<file path="config.mk">
export PLATFORM = sky130hd
export DESIGN_NAME = exec_top
export DESIGN_NICKNAME = d
export VERILOG_FILES = /design/src/hw/exec_pkg.sv /design/src/hw/alu.sv /design/src/hw/branch_unit.sv /design/src/hw/mul_unit.sv /design/src/hw/exec_stage.sv /design/src/hw/exec_top.sv
export SDC_FILE = /design/constraint.sdc
export NUM_CORES = 2
export LEC_CHECK = 0
export ABC_AREA = 1
export BUFFER_PORTS_ARGS = -buffer_cell sky130_fd_sc_hd__buf_2
export CORE_ASPECT_RATIO = 1.25
export CORE_MARGIN = 4
export CORE_UTILIZATION = 35
export CTS_BUF_LIST = sky130_fd_sc_hd__clkbuf_16
export DETAILED_ROUTE_END_ITERATION = 10
export MAX_ROUTING_LAYER = met4
export PLACE_DENSITY = 0.64
export SLEW_MARGIN = 20
export SYNTH_ARGS = -nofsm -noshare
export SYNTH_HDL_FRONTEND = slang
export SYNTH_HIERARCHICAL = 1
export SYNTH_SLANG_ARGS = --single-unit
</file>
<file path="constraint.sdc">
create_clock -name clk_i -period 4.2 [get_ports clk_i]
set_clock_uncertainty 0.15 [all_clocks]
set_input_delay 0.21 -clock clk_i [delete_from_list [all_inputs] [get_ports clk_i]]
set_output_delay 0.21 -clock clk_i [all_outputs]
set_load 0.005 [all_outputs]
</file>
<file path="src/hw/exec_pkg.sv">
`default_nettype none

package exec_pkg;

    localparam int XLEN               = 32;
    localparam int MUL_CYCLES_DEFAULT = 32;  // One iteration per multiplier bit

    typedef logic [XLEN-1:0] data_t;
    typedef logic [XLEN-1:0] pc_t;

    // ~~~~~~~~~~~~~~~~~~~~~~~~~~~~~~~~~~~~~~~~~~~~~~~~~~~~~~~~~~~~~~~~~~~~~~~~~~
    // Uop layout from the LSB up
    // ~~~~~~~~~~~~~~~~~~~~~~~~~~~~~~~~~~~~~~~~~~~~~~~~~~~~~~~~~~~~~~~~~~~~~~~~~~
    localparam int UOP_VALID_W    = 1;
    localparam int UOP_PC_W       = XLEN;
    localparam int UOP_TAKEN_W    = 1;   // Predicted direction
    localparam int UOP_OP1_SEL_W  = 3;
    localparam int UOP_OP2_SEL_W  = 3;
    localparam int UOP_RS1_W      = XLEN;
    localparam int UOP_RS2_W      = XLEN;
    localparam int UOP_IMM_W      = XLEN;
    localparam int UOP_ALU_OP_W   = 4;
    localparam int UOP_BR_OP_W    = 4;   // Nine branch ops
    localparam int UOP_MUL_OP_W   = 2;
    localparam int UOP_WB_SEL_W   = 2;
    localparam int UOP_RD_W       = XLEN; // Filled in by execute

    localparam int UOP_VALID_LSB   = 0;
    localparam int UOP_PC_LSB      = UOP_VALID_LSB + UOP_VALID_W;
    localparam int UOP_TAKEN_LSB   = UOP_PC_LSB + UOP_PC_W;
    localparam int UOP_OP1_SEL_LSB = UOP_TAKEN_LSB + UOP_TAKEN_W;
    localparam int UOP_OP2_SEL_LSB = UOP_OP1_SEL_LSB + UOP_OP1_SEL_W;
    localparam int UOP_RS1_LSB     = UOP_OP2_SEL_LSB + UOP_OP2_SEL_W;
    localparam int UOP_RS2_LSB     = UOP_RS1_LSB + UOP_RS1_W;
    localparam int UOP_IMM_LSB     = UOP_RS2_LSB + UOP_RS2_W;
    localparam int UOP_ALU_OP_LSB  = UOP_IMM_LSB + UOP_IMM_W;
    localparam int UOP_BR_OP_LSB   = UOP_ALU_OP_LSB + UOP_ALU_OP_W;
    localparam int UOP_MUL_OP_LSB  = UOP_BR_OP_LSB + UOP_BR_OP_W;
    localparam int UOP_WB_SEL_LSB  = UOP_MUL_OP_LSB + UOP_MUL_OP_W;
    localparam int UOP_RD_LSB      = UOP_WB_SEL_LSB + UOP_WB_SEL_W;
    localparam int UOP_BITS        = UOP_RD_LSB + UOP_RD_W;

    typedef logic [UOP_BITS-1:0] uop_t;

    // ~~~~~~~~~~~~~~~~~~~~~~~~~~~~~~~~~~~~~~~~~~~~~~~~~~~~~~~~~~~~~~~~~~~~~~~~~~
    // Encodings
    // ~~~~~~~~~~~~~~~~~~~~~~~~~~~~~~~~~~~~~~~~~~~~~~~~~~~~~~~~~~~~~~~~~~~~~~~~~~
    typedef enum logic [UOP_OP1_SEL_W-1:0] {
        OPSEL_NONE, OPSEL_RS1, OPSEL_RS2, OPSEL_IMM, OPSEL_PC
    } opsel_e;

    typedef enum logic [UOP_ALU_OP_W-1:0] {
        ALU_ADD, ALU_SUB, ALU_AND, ALU_OR, ALU_XOR,
        ALU_SLL, ALU_SRL, ALU_SRA, ALU_SLT, ALU_SLTU
    } alu_op_e;

    typedef enum logic [UOP_BR_OP_W-1:0] {
        BR_NONE, BR_BEQ, BR_BNE, BR_BLT, BR_BGE,
        BR_BLTU, BR_BGEU, BR_JAL, BR_JALR
    } br_op_e;

    typedef enum logic [UOP_MUL_OP_W-1:0] {
        MUL_NONE, MUL_MUL, MUL_MULH, MUL_MULHU
    } mul_op_e;

    typedef enum logic [UOP_WB_SEL_W-1:0] {
        WB_ALU, WB_OP1, WB_LINK, WB_MUL
    } wb_sel_e;

endpackage

`default_nettype wire

</file>
<file path="src/hw/alu.sv">
`timescale 1ns/1ps
`default_nettype none

module alu
    import exec_pkg::*;
(
    input  wire alu_op_e op_i,
    input  wire data_t   a_i,
    input  wire data_t   b_i,
    output data_t        result_o,
    output logic         eq_o,
    output logic         lt_o,
    output logic         ltu_o
);

    logic [4:0] shamt;
    data_t      sum;
    data_t      diff;

    assign shamt = b_i[4:0];
    assign sum   = a_i + b_i;
    assign diff  = a_i - b_i;

    // Compare flags that branch resolution also uses
    assign eq_o  = (a_i == b_i);
    assign lt_o  = ($signed(a_i) < $signed(b_i));
    assign ltu_o = (a_i < b_i);

    always_comb begin
        case (op_i)
            ALU_ADD:  result_o = sum;
            ALU_SUB:  result_o = diff;
            ALU_AND:  result_o = a_i & b_i;
            ALU_OR:   result_o = a_i | b_i;
            ALU_XOR:  result_o = a_i ^ b_i;
            ALU_SLL:  result_o = a_i << shamt;
            ALU_SRL:  result_o = a_i >> shamt;
            ALU_SRA:  result_o = data_t'($signed(a_i) >>> shamt);
            ALU_SLT:  result_o = data_t'(lt_o);   // Zero extended flag
            ALU_SLTU: result_o = data_t'(ltu_o);
            default:  result_o = '0;
        endcase
    end

endmodule

`default_nettype wire

</file>
<file path="src/hw/branch_unit.sv">
`timescale 1ns/1ps
`default_nettype none

module branch_unit
    import exec_pkg::*;
(
    input  wire br_op_e op_i,
    input  wire pc_t    pc_i,
    input  wire data_t  base_i,
    input  wire data_t  imm_i,
    input  wire         pred_taken_i,
    input  wire         eq_i,
    input  wire         lt_i,
    input  wire         ltu_i,
    output logic        taken_o,
    output pc_t         target_o,
    output pc_t         link_o,
    output logic        mispredict_o,
    output logic        is_branch_o
);

    pc_t raw_target;

    // Resolved direction
    always_comb begin
        taken_o     = 1'b0;
        is_branch_o = 1'b1;
        case (op_i)
            BR_BEQ:  taken_o = eq_i;
            BR_BNE:  taken_o = !eq_i;
            BR_BLT:  taken_o = lt_i;
            BR_BGE:  taken_o = !lt_i;
            BR_BLTU: taken_o = ltu_i;
            BR_BGEU: taken_o = !ltu_i;
            BR_JAL,
            BR_JALR: taken_o = 1'b1;     // Jumps always taken
            default: is_branch_o = 1'b0;
        endcase
    end

    assign raw_target = pc_t'(base_i + imm_i);

    always_comb begin
        target_o = raw_target;
        if (op_i == BR_JALR) begin
            target_o[0] = 1'b0;          // JALR clears the LSB
        end
    end

    assign link_o = pc_i + pc_t'(4);

    // Only the direction is predicted
    assign mispredict_o = is_branch_o && (taken_o != pred_taken_i);

endmodule

`default_nettype wire

</file>
<file path="src/hw/mul_unit.sv">
`timescale 1ns/1ps
`default_nettype none

module mul_unit
    import exec_pkg::*;
#(
    parameter int MUL_CYCLES = MUL_CYCLES_DEFAULT
) (
    input  wire          clk_i,
    input  wire          rstn_i,
    input  wire          valid_i,
    input  wire mul_op_e op_i,
    input  wire data_t   a_i,
    input  wire data_t   b_i,
    input  wire          accept_i,
    output logic         ready_o,
    output data_t        result_o
);

    localparam int CNT_W = $clog2(MUL_CYCLES + 1);

    typedef enum logic [1:0] {IDLE, BUSY, DONE} mul_state_e;

    mul_state_e          state_q;
    logic [CNT_W-1:0]    cnt_q;
    logic [2*XLEN-1:0]   mcand_q;
    logic [2*XLEN-1:0]   acc_q;
    logic [2*XLEN-1:0]   product;
    data_t               mplier_q;
    logic                neg_q;
    logic                a_neg;
    logic                b_neg;

    assign a_neg = (op_i == MUL_MULH) && a_i[XLEN-1];
    assign b_neg = (op_i == MUL_MULH) && b_i[XLEN-1];

    always_ff @(posedge clk_i) begin
        if (!rstn_i) begin
            state_q <= IDLE;
            cnt_q   <= '0;
        end else begin
            case (state_q)
                IDLE: if (valid_i && op_i != MUL_NONE) begin
                    state_q <= BUSY;
                    cnt_q   <= '0;
                end
                BUSY: begin
                    cnt_q <= cnt_q + 1'b1;
                    if (cnt_q == CNT_W'(MUL_CYCLES - 1)) state_q <= DONE;
                end
                DONE: if (accept_i) state_q <= IDLE;
                default: state_q <= IDLE;
            endcase
        end
    end

    // Shift-add datapath on operand magnitudes
    always_ff @(posedge clk_i) begin
        if (state_q == IDLE) begin
            mcand_q  <= {{XLEN{1'b0}}, (a_neg ? -a_i : a_i)};
            mplier_q <= b_neg ? -b_i : b_i;
            acc_q    <= '0;
            neg_q    <= a_neg ^ b_neg;
        end else if (state_q == BUSY) begin
            if (mplier_q[0]) acc_q <= acc_q + mcand_q;
            mcand_q  <= mcand_q << 1;
            mplier_q <= mplier_q >> 1;
        end
    end

    assign product  = neg_q ? -acc_q : acc_q;  // Sign fix for MULH
    assign result_o = (op_i == MUL_MUL) ? product[XLEN-1:0] : product[2*XLEN-1:XLEN];

    assign ready_o = (state_q == DONE) ||
                     (state_q == IDLE && (!valid_i || op_i == MUL_NONE));

endmodule

`default_nettype wire

</file>
<file path="src/hw/exec_stage.sv">
`timescale 1ns/1ps
`default_nettype none

module exec_stage
    import exec_pkg::*;
#(
    parameter int MUL_CYCLES = MUL_CYCLES_DEFAULT
) (
    input  wire       clk_i,
    input  wire       rstn_i,
    input  wire       hold_i,
    input  wire uop_t uop_i,
    output logic      stall_o,
    output logic      flush_o,
    output logic      redirect_valid_o,
    output pc_t       redirect_pc_o,
    output logic      bp_update_o,
    output pc_t       bp_pc_o,
    output logic      bp_taken_o,
    output pc_t       bp_target_o,
    output uop_t      uop_o
);

    uop_t    uop_q;
    uop_t    uop_d;

    logic    uop_valid;
    pc_t     uop_pc;
    logic    uop_taken;
    opsel_e  op1_sel;
    opsel_e  op2_sel;
    data_t   rs1;
    data_t   rs2;
    data_t   imm;
    alu_op_e alu_op;
    br_op_e  br_op;
    mul_op_e mul_op;
    wb_sel_e wb_sel;

    data_t   op1;
    data_t   op2;
    data_t   alu_result;
    logic    alu_eq;
    logic    alu_lt;
    logic    alu_ltu;
    data_t   br_base;
    logic    br_taken;
    pc_t     br_target;
    pc_t     br_link;
    logic    br_mispredict;
    logic    br_is_branch;
    logic    mul_ready;
    data_t   mul_result;
    data_t   rd_val;

    function automatic data_t sel_operand(input opsel_e sel, input data_t r1, input data_t r2,
                                          input data_t im, input pc_t pc);
        case (sel)
            OPSEL_RS1: return r1;
            OPSEL_RS2: return r2;
            OPSEL_IMM: return im;
            OPSEL_PC:  return data_t'(pc);
            default:   return '0;
        endcase
    endfunction

    // ~~~~~~~~~~~~~~~~~~~~~~~~~~~~~~~~~~~~~~~~~~~~~~~~~~~~~~~~~~~~~~~~~~~~~~~~~~
    // Uop unpack and operand select
    // ~~~~~~~~~~~~~~~~~~~~~~~~~~~~~~~~~~~~~~~~~~~~~~~~~~~~~~~~~~~~~~~~~~~~~~~~~~
    assign uop_valid = uop_i[UOP_VALID_LSB];
    assign uop_pc    = uop_i[UOP_PC_LSB +: UOP_PC_W];
    assign uop_taken = uop_i[UOP_TAKEN_LSB];
    assign op1_sel   = opsel_e'(uop_i[UOP_OP1_SEL_LSB +: UOP_OP1_SEL_W]);
    assign op2_sel   = opsel_e'(uop_i[UOP_OP2_SEL_LSB +: UOP_OP2_SEL_W]);
    assign rs1       = uop_i[UOP_RS1_LSB +: UOP_RS1_W];
    assign rs2       = uop_i[UOP_RS2_LSB +: UOP_RS2_W];
    assign imm       = uop_i[UOP_IMM_LSB +: UOP_IMM_W];
    assign alu_op    = alu_op_e'(uop_i[UOP_ALU_OP_LSB +: UOP_ALU_OP_W]);
    assign br_op     = br_op_e'(uop_i[UOP_BR_OP_LSB +: UOP_BR_OP_W]);
    assign mul_op    = mul_op_e'(uop_i[UOP_MUL_OP_LSB +: UOP_MUL_OP_W]);
    assign wb_sel    = wb_sel_e'(uop_i[UOP_WB_SEL_LSB +: UOP_WB_SEL_W]);

    assign op1     = sel_operand(op1_sel, rs1, rs2, imm, uop_pc);
    assign op2     = sel_operand(op2_sel, rs1, rs2, imm, uop_pc);
    assign br_base = (br_op == BR_JALR) ? rs1 : data_t'(uop_pc);

    alu u_alu (
        .op_i     (alu_op),
        .a_i      (op1),
        .b_i      (op2),
        .result_o (alu_result),
        .eq_o     (alu_eq),
        .lt_o     (alu_lt),
        .ltu_o    (alu_ltu)
    );

    branch_unit u_branch (
        .op_i         (br_op),
        .pc_i         (uop_pc),
        .base_i       (br_base),
        .imm_i        (imm),
        .pred_taken_i (uop_taken),
        .eq_i         (alu_eq),
        .lt_i         (alu_lt),
        .ltu_i        (alu_ltu),
        .taken_o      (br_taken),
        .target_o     (br_target),
        .link_o       (br_link),
        .mispredict_o (br_mispredict),
        .is_branch_o  (br_is_branch)
    );

    mul_unit #(
        .MUL_CYCLES (MUL_CYCLES)
    ) u_mul (
        .clk_i    (clk_i),
        .rstn_i   (rstn_i),
        .valid_i  (uop_valid),
        .op_i     (mul_op),
        .a_i      (rs1),
        .b_i      (rs2),
        .accept_i (!hold_i),     // Leaves DONE when the uop is registered
        .ready_o  (mul_ready),
        .result_o (mul_result)
    );

    // Feedback toward fetch and issue
    assign stall_o          = uop_valid && !mul_ready;
    assign flush_o          = uop_valid && br_mispredict;
    assign redirect_valid_o = flush_o;
    assign redirect_pc_o    = br_taken ? br_target : br_link;
    assign bp_update_o      = uop_valid && br_is_branch;
    assign bp_pc_o          = uop_pc;
    assign bp_taken_o       = uop_valid && br_taken;
    assign bp_target_o      = br_target;

    // ~~~~~~~~~~~~~~~~~~~~~~~~~~~~~~~~~~~~~~~~~~~~~~~~~~~~~~~~~~~~~~~~~~~~~~~~~~
    // Write-back select and uop register
    // ~~~~~~~~~~~~~~~~~~~~~~~~~~~~~~~~~~~~~~~~~~~~~~~~~~~~~~~~~~~~~~~~~~~~~~~~~~
    always_comb begin
        case (wb_sel)
            WB_OP1:  rd_val = op1;
            WB_LINK: rd_val = data_t'(br_link);
            WB_MUL:  rd_val = mul_result;
            default: rd_val = alu_result;
        endcase
    end

    always_comb begin
        uop_d                           = uop_i;
        uop_d[UOP_RD_LSB +: UOP_RD_W]   = rd_val;
        uop_d[UOP_VALID_LSB]            = uop_valid && !stall_o;  // Bubble while stalled
        if (hold_i) uop_d = uop_q;
    end

    always_ff @(posedge clk_i) begin
        if (!rstn_i) begin
            uop_q <= '0;
        end else begin
            uop_q <= uop_d;
        end
    end

    assign uop_o = uop_q;

endmodule

`default_nettype wire

</file>
<file path="src/hw/exec_top.sv">
`timescale 1ns/1ps
`default_nettype none

module exec_top
    import exec_pkg::*;
#(
    parameter int MUL_CYCLES = MUL_CYCLES_DEFAULT
) (
    input  wire       clk_i,
    input  wire       rstn_i,
    input  wire       hold_i,
    input  wire uop_t uop_i,
    output logic      stall_o,
    output logic      flush_o,
    output logic      redirect_valid_o,
    output pc_t       redirect_pc_o,
    output logic      bp_update_o,
    output pc_t       bp_pc_o,
    output logic      bp_taken_o,
    output pc_t       bp_target_o,
    output uop_t      uop_o
);

    exec_stage #(
        .MUL_CYCLES (MUL_CYCLES)
    ) u_exec (
        .clk_i            (clk_i),
        .rstn_i           (rstn_i),
        .hold_i           (hold_i),
        .uop_i            (uop_i),
        .stall_o          (stall_o),
        .flush_o          (flush_o),
        .redirect_valid_o (redirect_valid_o),
        .redirect_pc_o    (redirect_pc_o),
        .bp_update_o      (bp_update_o),
        .bp_pc_o          (bp_pc_o),
        .bp_taken_o       (bp_taken_o),
        .bp_target_o      (bp_target_o),
        .uop_o            (uop_o)
    );

endmodule

`default_nettype wire

</file>
After elaboration in Yosys (flattened, before gate mapping) --
Cells that the tools add are included.
Storage, ports and cells: register bits 349, latch bits 0, RAM bits 0, memory bits (read-only) 0, input port bits 183, output and inout port bits 281, word-level logic and storage cells 115, memories 0
Operators by class: add/subtract/negate cells 9, $mul 0, divide/modulo/power cells 0, order comparisons 2, eq/ne operators 38, shifts and indexed selects 3, muxes and demuxes 23, bitwise gates (word level) 4, reductions and logical operators 28
Operators by type and width (count):
- one-hot mux 32 bit (10 select lines) | 1
- 2-to-1 mux 32 bit | 9
- one-hot mux 32 bit (4 select lines) | 2
- one-hot mux 32 bit (3 select lines) | 1
- adder 32 bit | 2
- adder 64 bit | 1
- less-than comparator 32 bit | 2
- 2-to-1 mux 64 bit | 1
- negation 32 bit | 2
- negation 64 bit | 1
- adder 32 x 3 -> 32 bit (second input constant) | 1
- bitwise AND 32 bit | 1
- == test 32 bit | 1
- == test 4 x 3 -> 1 bit (second input constant) | 8
- bitwise OR 32 bit | 1
- << shifter 32 x 5 -> 32 bit | 1
- >> shifter 32 x 5 -> 32 bit | 1
- >>> shifter 32 x 5 -> 32 bit | 1
- subtractor 32 bit | 1
- XOR 32 bit | 1
- == test 4 x 2 -> 1 bit (second input constant) | 4
- == test 3 x 2 -> 1 bit (second input constant) | 4
- == test 4 bit (second input constant) | 3
- one-hot mux 6 bit (2 select lines) | 1
- 25 further kinds | 56

Logic depth before layout (Yosys ltp) --
word-level depth 8, mapped depth 33, gate-level depth less buffers 27

Hierarchy --
Netlist, hierarchy kept.
By module, submodules not included:
- mul_unit | instances 1, cells each 2842, area each 16253.1 sq um, seq. area each 4033.9 sq um
- exec_stage | instances 1, cells each 1657, area each 10936.7 sq um, seq. area each 3603.5 sq um
- alu | instances 1, cells each 2120, area each 10172.3 sq um, seq. area each 0.0 sq um
- branch_unit | instances 1, cells each 665, area each 3236.9 sq um, seq. area each 0.0 sq um

Least setup slack after synthesis --
Ideal clock, no wire load.
kind input port to output port, start point in uop_i[37], end point out redirect_pc_o[10], data arrival time 4199 ps, data required time 3840 ps, slack -359 ps, stages 32, path buffers 6, cell sequence buf_2 clkinv_1 nand3_1 o22ai_1 inv_1 o221ai_1 inv_1 buf_2 clkbuf_1 ha_1 buf_6 nor2_1 nand2_1 nand3_1 nand2_1 nand2_1 nand2_1 nand3_1 nand2_1 nand2_1 nand2_1 and2_1 or2_2 nand2_1 nand2_1 inv_1 nor2_1 inv_1 clkbuf_1 clkbuf_1 nand2_1 o21ai_0
Between the ends: longest elaborated chain between the ends 6, elaborated cells on any way between the ends 13, classes of those cells order compare: 2; eq/ne: 5; mux: 3; reduce/logical: 3
Ends and longest elaborated chain:
- start, declared | line exec_top.sv:12 | input wire uop_t uop_i,
- == test 3 bit, or another cell as far along | line exec_stage.sv:58 | case (sel)
- one-hot mux 32 bit (4 select lines) (*) | line exec_stage.sv:58
- via u_exec.op2[3] | line exec_stage.sv:41 | data_t op2;
- less-than comparator 32 bit (*) | line alu.sv:26 | assign lt_o = ($signed(a_i) < $signed(b_i));
- via u_exec.alu_lt | line exec_stage.sv:44 | logic alu_lt;
- zero test 1 bit | line branch_unit.sv:32 | BR_BGE: taken_o = !lt_i;
- one-hot mux 1 bit (7 select lines) (*) | line branch_unit.sv:28 | case (op_i)
- via u_exec.br_taken | line exec_stage.sv:47 | logic br_taken;
- 2-to-1 mux 32 bit (*) | line exec_stage.sv:131 | assign redirect_pc_o = br_taken ? br_target : br_link;
- end, declared | line exec_top.sv:16 | output pc_t redirect_pc_o,
Mark *: on every way through the listed nets, which the timed path passes. The rest lies on a longest branch.

Final worst setup path --
start point in uop_i[34], end point out redirect_pc_o[24]
Between the ends: longest elaborated chain between the ends 6, elaborated cells on any way between the ends 13, classes of those cells order compare: 2; eq/ne: 5; mux: 3; reduce/logical: 3
Ends and longest elaborated chain:
- == test 3 bit, or another cell as far along | line exec_stage.sv:58
- one-hot mux 32 bit (4 select lines) (*) | line exec_stage.sv:58
- via u_exec.op1[4] | line exec_stage.sv:40 | data_t op1;
- less-than comparator 32 bit (*) | line alu.sv:26
- via u_exec.alu_lt | line exec_stage.sv:44
- zero test 1 bit | line branch_unit.sv:32
- one-hot mux 1 bit (7 select lines) (*) | line branch_unit.sv:28
- via u_exec.br_taken | line exec_stage.sv:47
- 2-to-1 mux 32 bit (*) | line exec_stage.sv:131
Marked as above.

==> metrics.yaml <==
status: "complete, but fails checks"
violations: "setup timing"
maxSlewHeadroom: 0.2166
max_cap_viol_count: 0
post-route-util: 0.4703
wire_per_inst_um: 27.94
p_sw_uw: 7582
ys_types: 60
critPathKind: "primary input to output pin"
path_max_fanout: 24
finalSetupTns_ns: -2.350
die_w_um: 312.6
numCtsBuffers: 43
area_growth_pct: 33.18
synth-simple-area-share: 0.4388
die_h_um: 388.8
cp.arrival_ns: 3.98
min-delay-start: "uop_i[99]"
grt.met1_usage: 0.5031
synth.most_common_cell: "nand2_1"
startpoint_type: "primary input"
layout_min_cycle_time_ns: 4.344
synthCells: 7284
synth_seq_area_share: 0.1881
grt_start_max_net_pins: 153
place.gp.congestion: 1.113
critPathRequiredTime_ns: 3.84
placed_cell_area_sq_um: 48660
grt_pass1_vias: 51461
syn_avg_cell_area_sq_um: 5.574
grt_first_pass_wirelength_um: 376200
ys_warn_count: 6
synth_fa_ha_area_frac: 0.06268
p_leak_uw: 0.02899
worst-path-buf-inv: 7
combPwrFrac: 0.509
worst_slew_pin_slew_ns: 1.175
slowest_delay_ns: 0.35
powerDensity_nw_per_um2: 304.5
grt-ovfl-total: 0
cts-root-buf: "clkbuf_16"
drc: 0
dr_total_vias: 55431
drive_gt1_frac: 0.2002
cts_tree: "done"
htreeDepth: 2
place_inst: 9634
postRouteAntennaNets: 0
portBuffers: 431
swShare: 0.4605
yosys-mux-area-fraction: 0
synth-seq-cells: 349
busiest_layer: "met2"
grt_use_total: 0.4436
ir_drop_mv: 0.3130
power_frac_seq: 0.242
hpwl_um: 225900
die_area_sq_um: 121500
syn_area_sq_um: 40600
synth.top_cells.by_count: "nand2_1 (2180), inv_1 (1156), nor2_1 (744)"
final_cell_area_sq_um: 54070
synth_compound_area_frac: 0.1342
synth-edff-count: 65
instances_no_fill: 9926
core_sq_um: 115000
p_clk_frac: 0.250
antenna_found_initial: 27
clock_sinks: 349
syn_nets: 7668
synthXorXnorAreaFrac: 0.02438
io_pins: 464
async_flop_share: 0
rsz0062_at_grt: "yes"
nets: 8710
path_clk_slew_ns: 0.06
grt_use_met2: 0.6956
floorplan.rows: 139
fin_ws_ns: -0.1445
clk_latency_ns: 0.66
synthFlopType: "dfxtp_1"
startpoint: "uop_i[34]"
reg2reg_from: "u_exec/u_mul/acc_q[2]"
vias_per_cell: 5.584
synth_top_cells_by_area: "nand2_1 (20%), dfxtp_1 (14%), inv_1 (11%)"
synth_top_family_by_area: "simple AND/OR/NAND/NOR gates"
start_util: 0.3532
final-setup-viol-count: 31
drtIter0Drc: 6821
hold_viol: 0
first_pass_iters: 7
yosysTopAreaCellShare: 0.2016
intPower_uw: 8882
cpMaxStageDelayCell: "nand4_1"
wirelength_um: 277300
endpoint_kind: "output pin"
hold_class: "primary input to flop"
synth.largest_area_cell: "nand2_1"
fmax_ghz: 0.2302
crit_family: "simple AND/OR/NAND/NOR gates"
fin_crit_sh: 1.034
slew_viol_final: 0
grtUsageMet3: 0.07899
clockBufferDepth: 3
[final cells by class]
| type | count | area [sq um] |
|---|---|---|
| diodes | 15 | 37.54 |
| clock buffers | 45 | 1126 |
| clock inverters | 34 | 361.6 |
| fillers | 12427 | 60890 |
| inverters | 1183 | 4541 |
| multi-input cells | 5414 | 28420 |
| flip-flops and latches | 349 | 7637 |
| well taps | 1551 | 1941 |
| repair buffers | 1334 | 9996 |
| repair inverters | 1 | 8.758 |
[worst paths after layout]
| path | end | slack, ns | depth (start not counted) |
|---|---|---|---|
| worst max-delay path | redirect_pc_o[24] | -0.14 | 26 |
| worst min-delay path | u_exec/uop_o[99] | 0.04 | 4 |
| worst max register to register | u_exec/uop_o[177] | 0.66 | 20 |
| worst min register to register | u_exec/uop_o[128] | 0.33 | 2 |
[power by group through the flow]
stage | Sequential [uW] | Clock (uW) | Combinational (uW)
after floorplan | 3920 | 0 | 3560
after global placement | 4040 | 0 | 7280
after detailed placement | 4040 | 0 | 7260
after CTS | 3970 | 4170 | 7850
after global routing | 3990 | 4270 | 8760
final | 3980 | 4110 | 8380
[cells by family after synthesis]
group                      Yosys count
adders and majority gates          201
xor gates and xnor gates           113
buffers and inverters             1521
DFF                                349
AOI/OAI and AO/OA                  981
and+or+nand+nor                   4119
[worst min-delay path: cells and delay by family]
kind            cells  cell delay [ns]
compound gates      1             0.15
buf+inv             2             0.38
simple gates        1             0.05
[sequential cells by signal, indices dropped and copies added (netlist names)]
register and count:
u_exec/u_mul/cnt_q 6, u_exec/u_mul/state_q 2, u_exec/u_mul/acc_q 64, u_exec/u_mul/mplier_q 32, u_exec/uop_o 180, u_exec/u_mul/mcand_q 64, u_exec/u_mul/neg_q 1
[cell usage in the layout, fill, tap and decap left out, types with 34 or more instances in the layout]
cell type      count
xor2_1            89
inv_1           1109
o22ai_1           54
o21bai_1          54
dlygate4sd3_1    113
edfxtp_1          65
o21ai_2           34
a21oi_1          301
inv_2             64
buf_2            423
ha_1             166
clkbuf_16         50
buf_4            715
dfxtp_1          284
nand2_1         2134
nor2_1           720
nand3_1          677
nand2_2           45
nand4_1          278
nor3_1            73
o21ai_0          400
[layer usage]
| layer | wire, um | vias to the layer above |
|---|---|---|
| met2 | 122900 | 3154 |
| li1 | - | 25513 |
| met4 | 26840 | 0 |
| met3 | 23370 | 882 |
| met1 | 104200 | 25882 |
| met5 | 0 | - |
[repair_timing]
action,in CTS,in global routing
setup endpoints to repair,35,38
buffers inserted,61,25
gates cloned,5,6
gates resized for setup,257,211
hold buffers,113,0
pin swaps,44,103
endpoints found under the hold margin,117,0
[per-stage QoR]
stage,worst slack [ns],total power (uW),hold slack (ns)
floorplan,0.0005693,7484,0.1576
global placement,-0.5177,11320,0.3089
detailed placement,-0.5640,11300,0.3164
CTS,-0.01927,16000,0.0001262
global route,-0.1517,17030,0.04223
finish,-0.1445,16460,0.03546
Note: power is estimated with default switching activity, not from simulation.
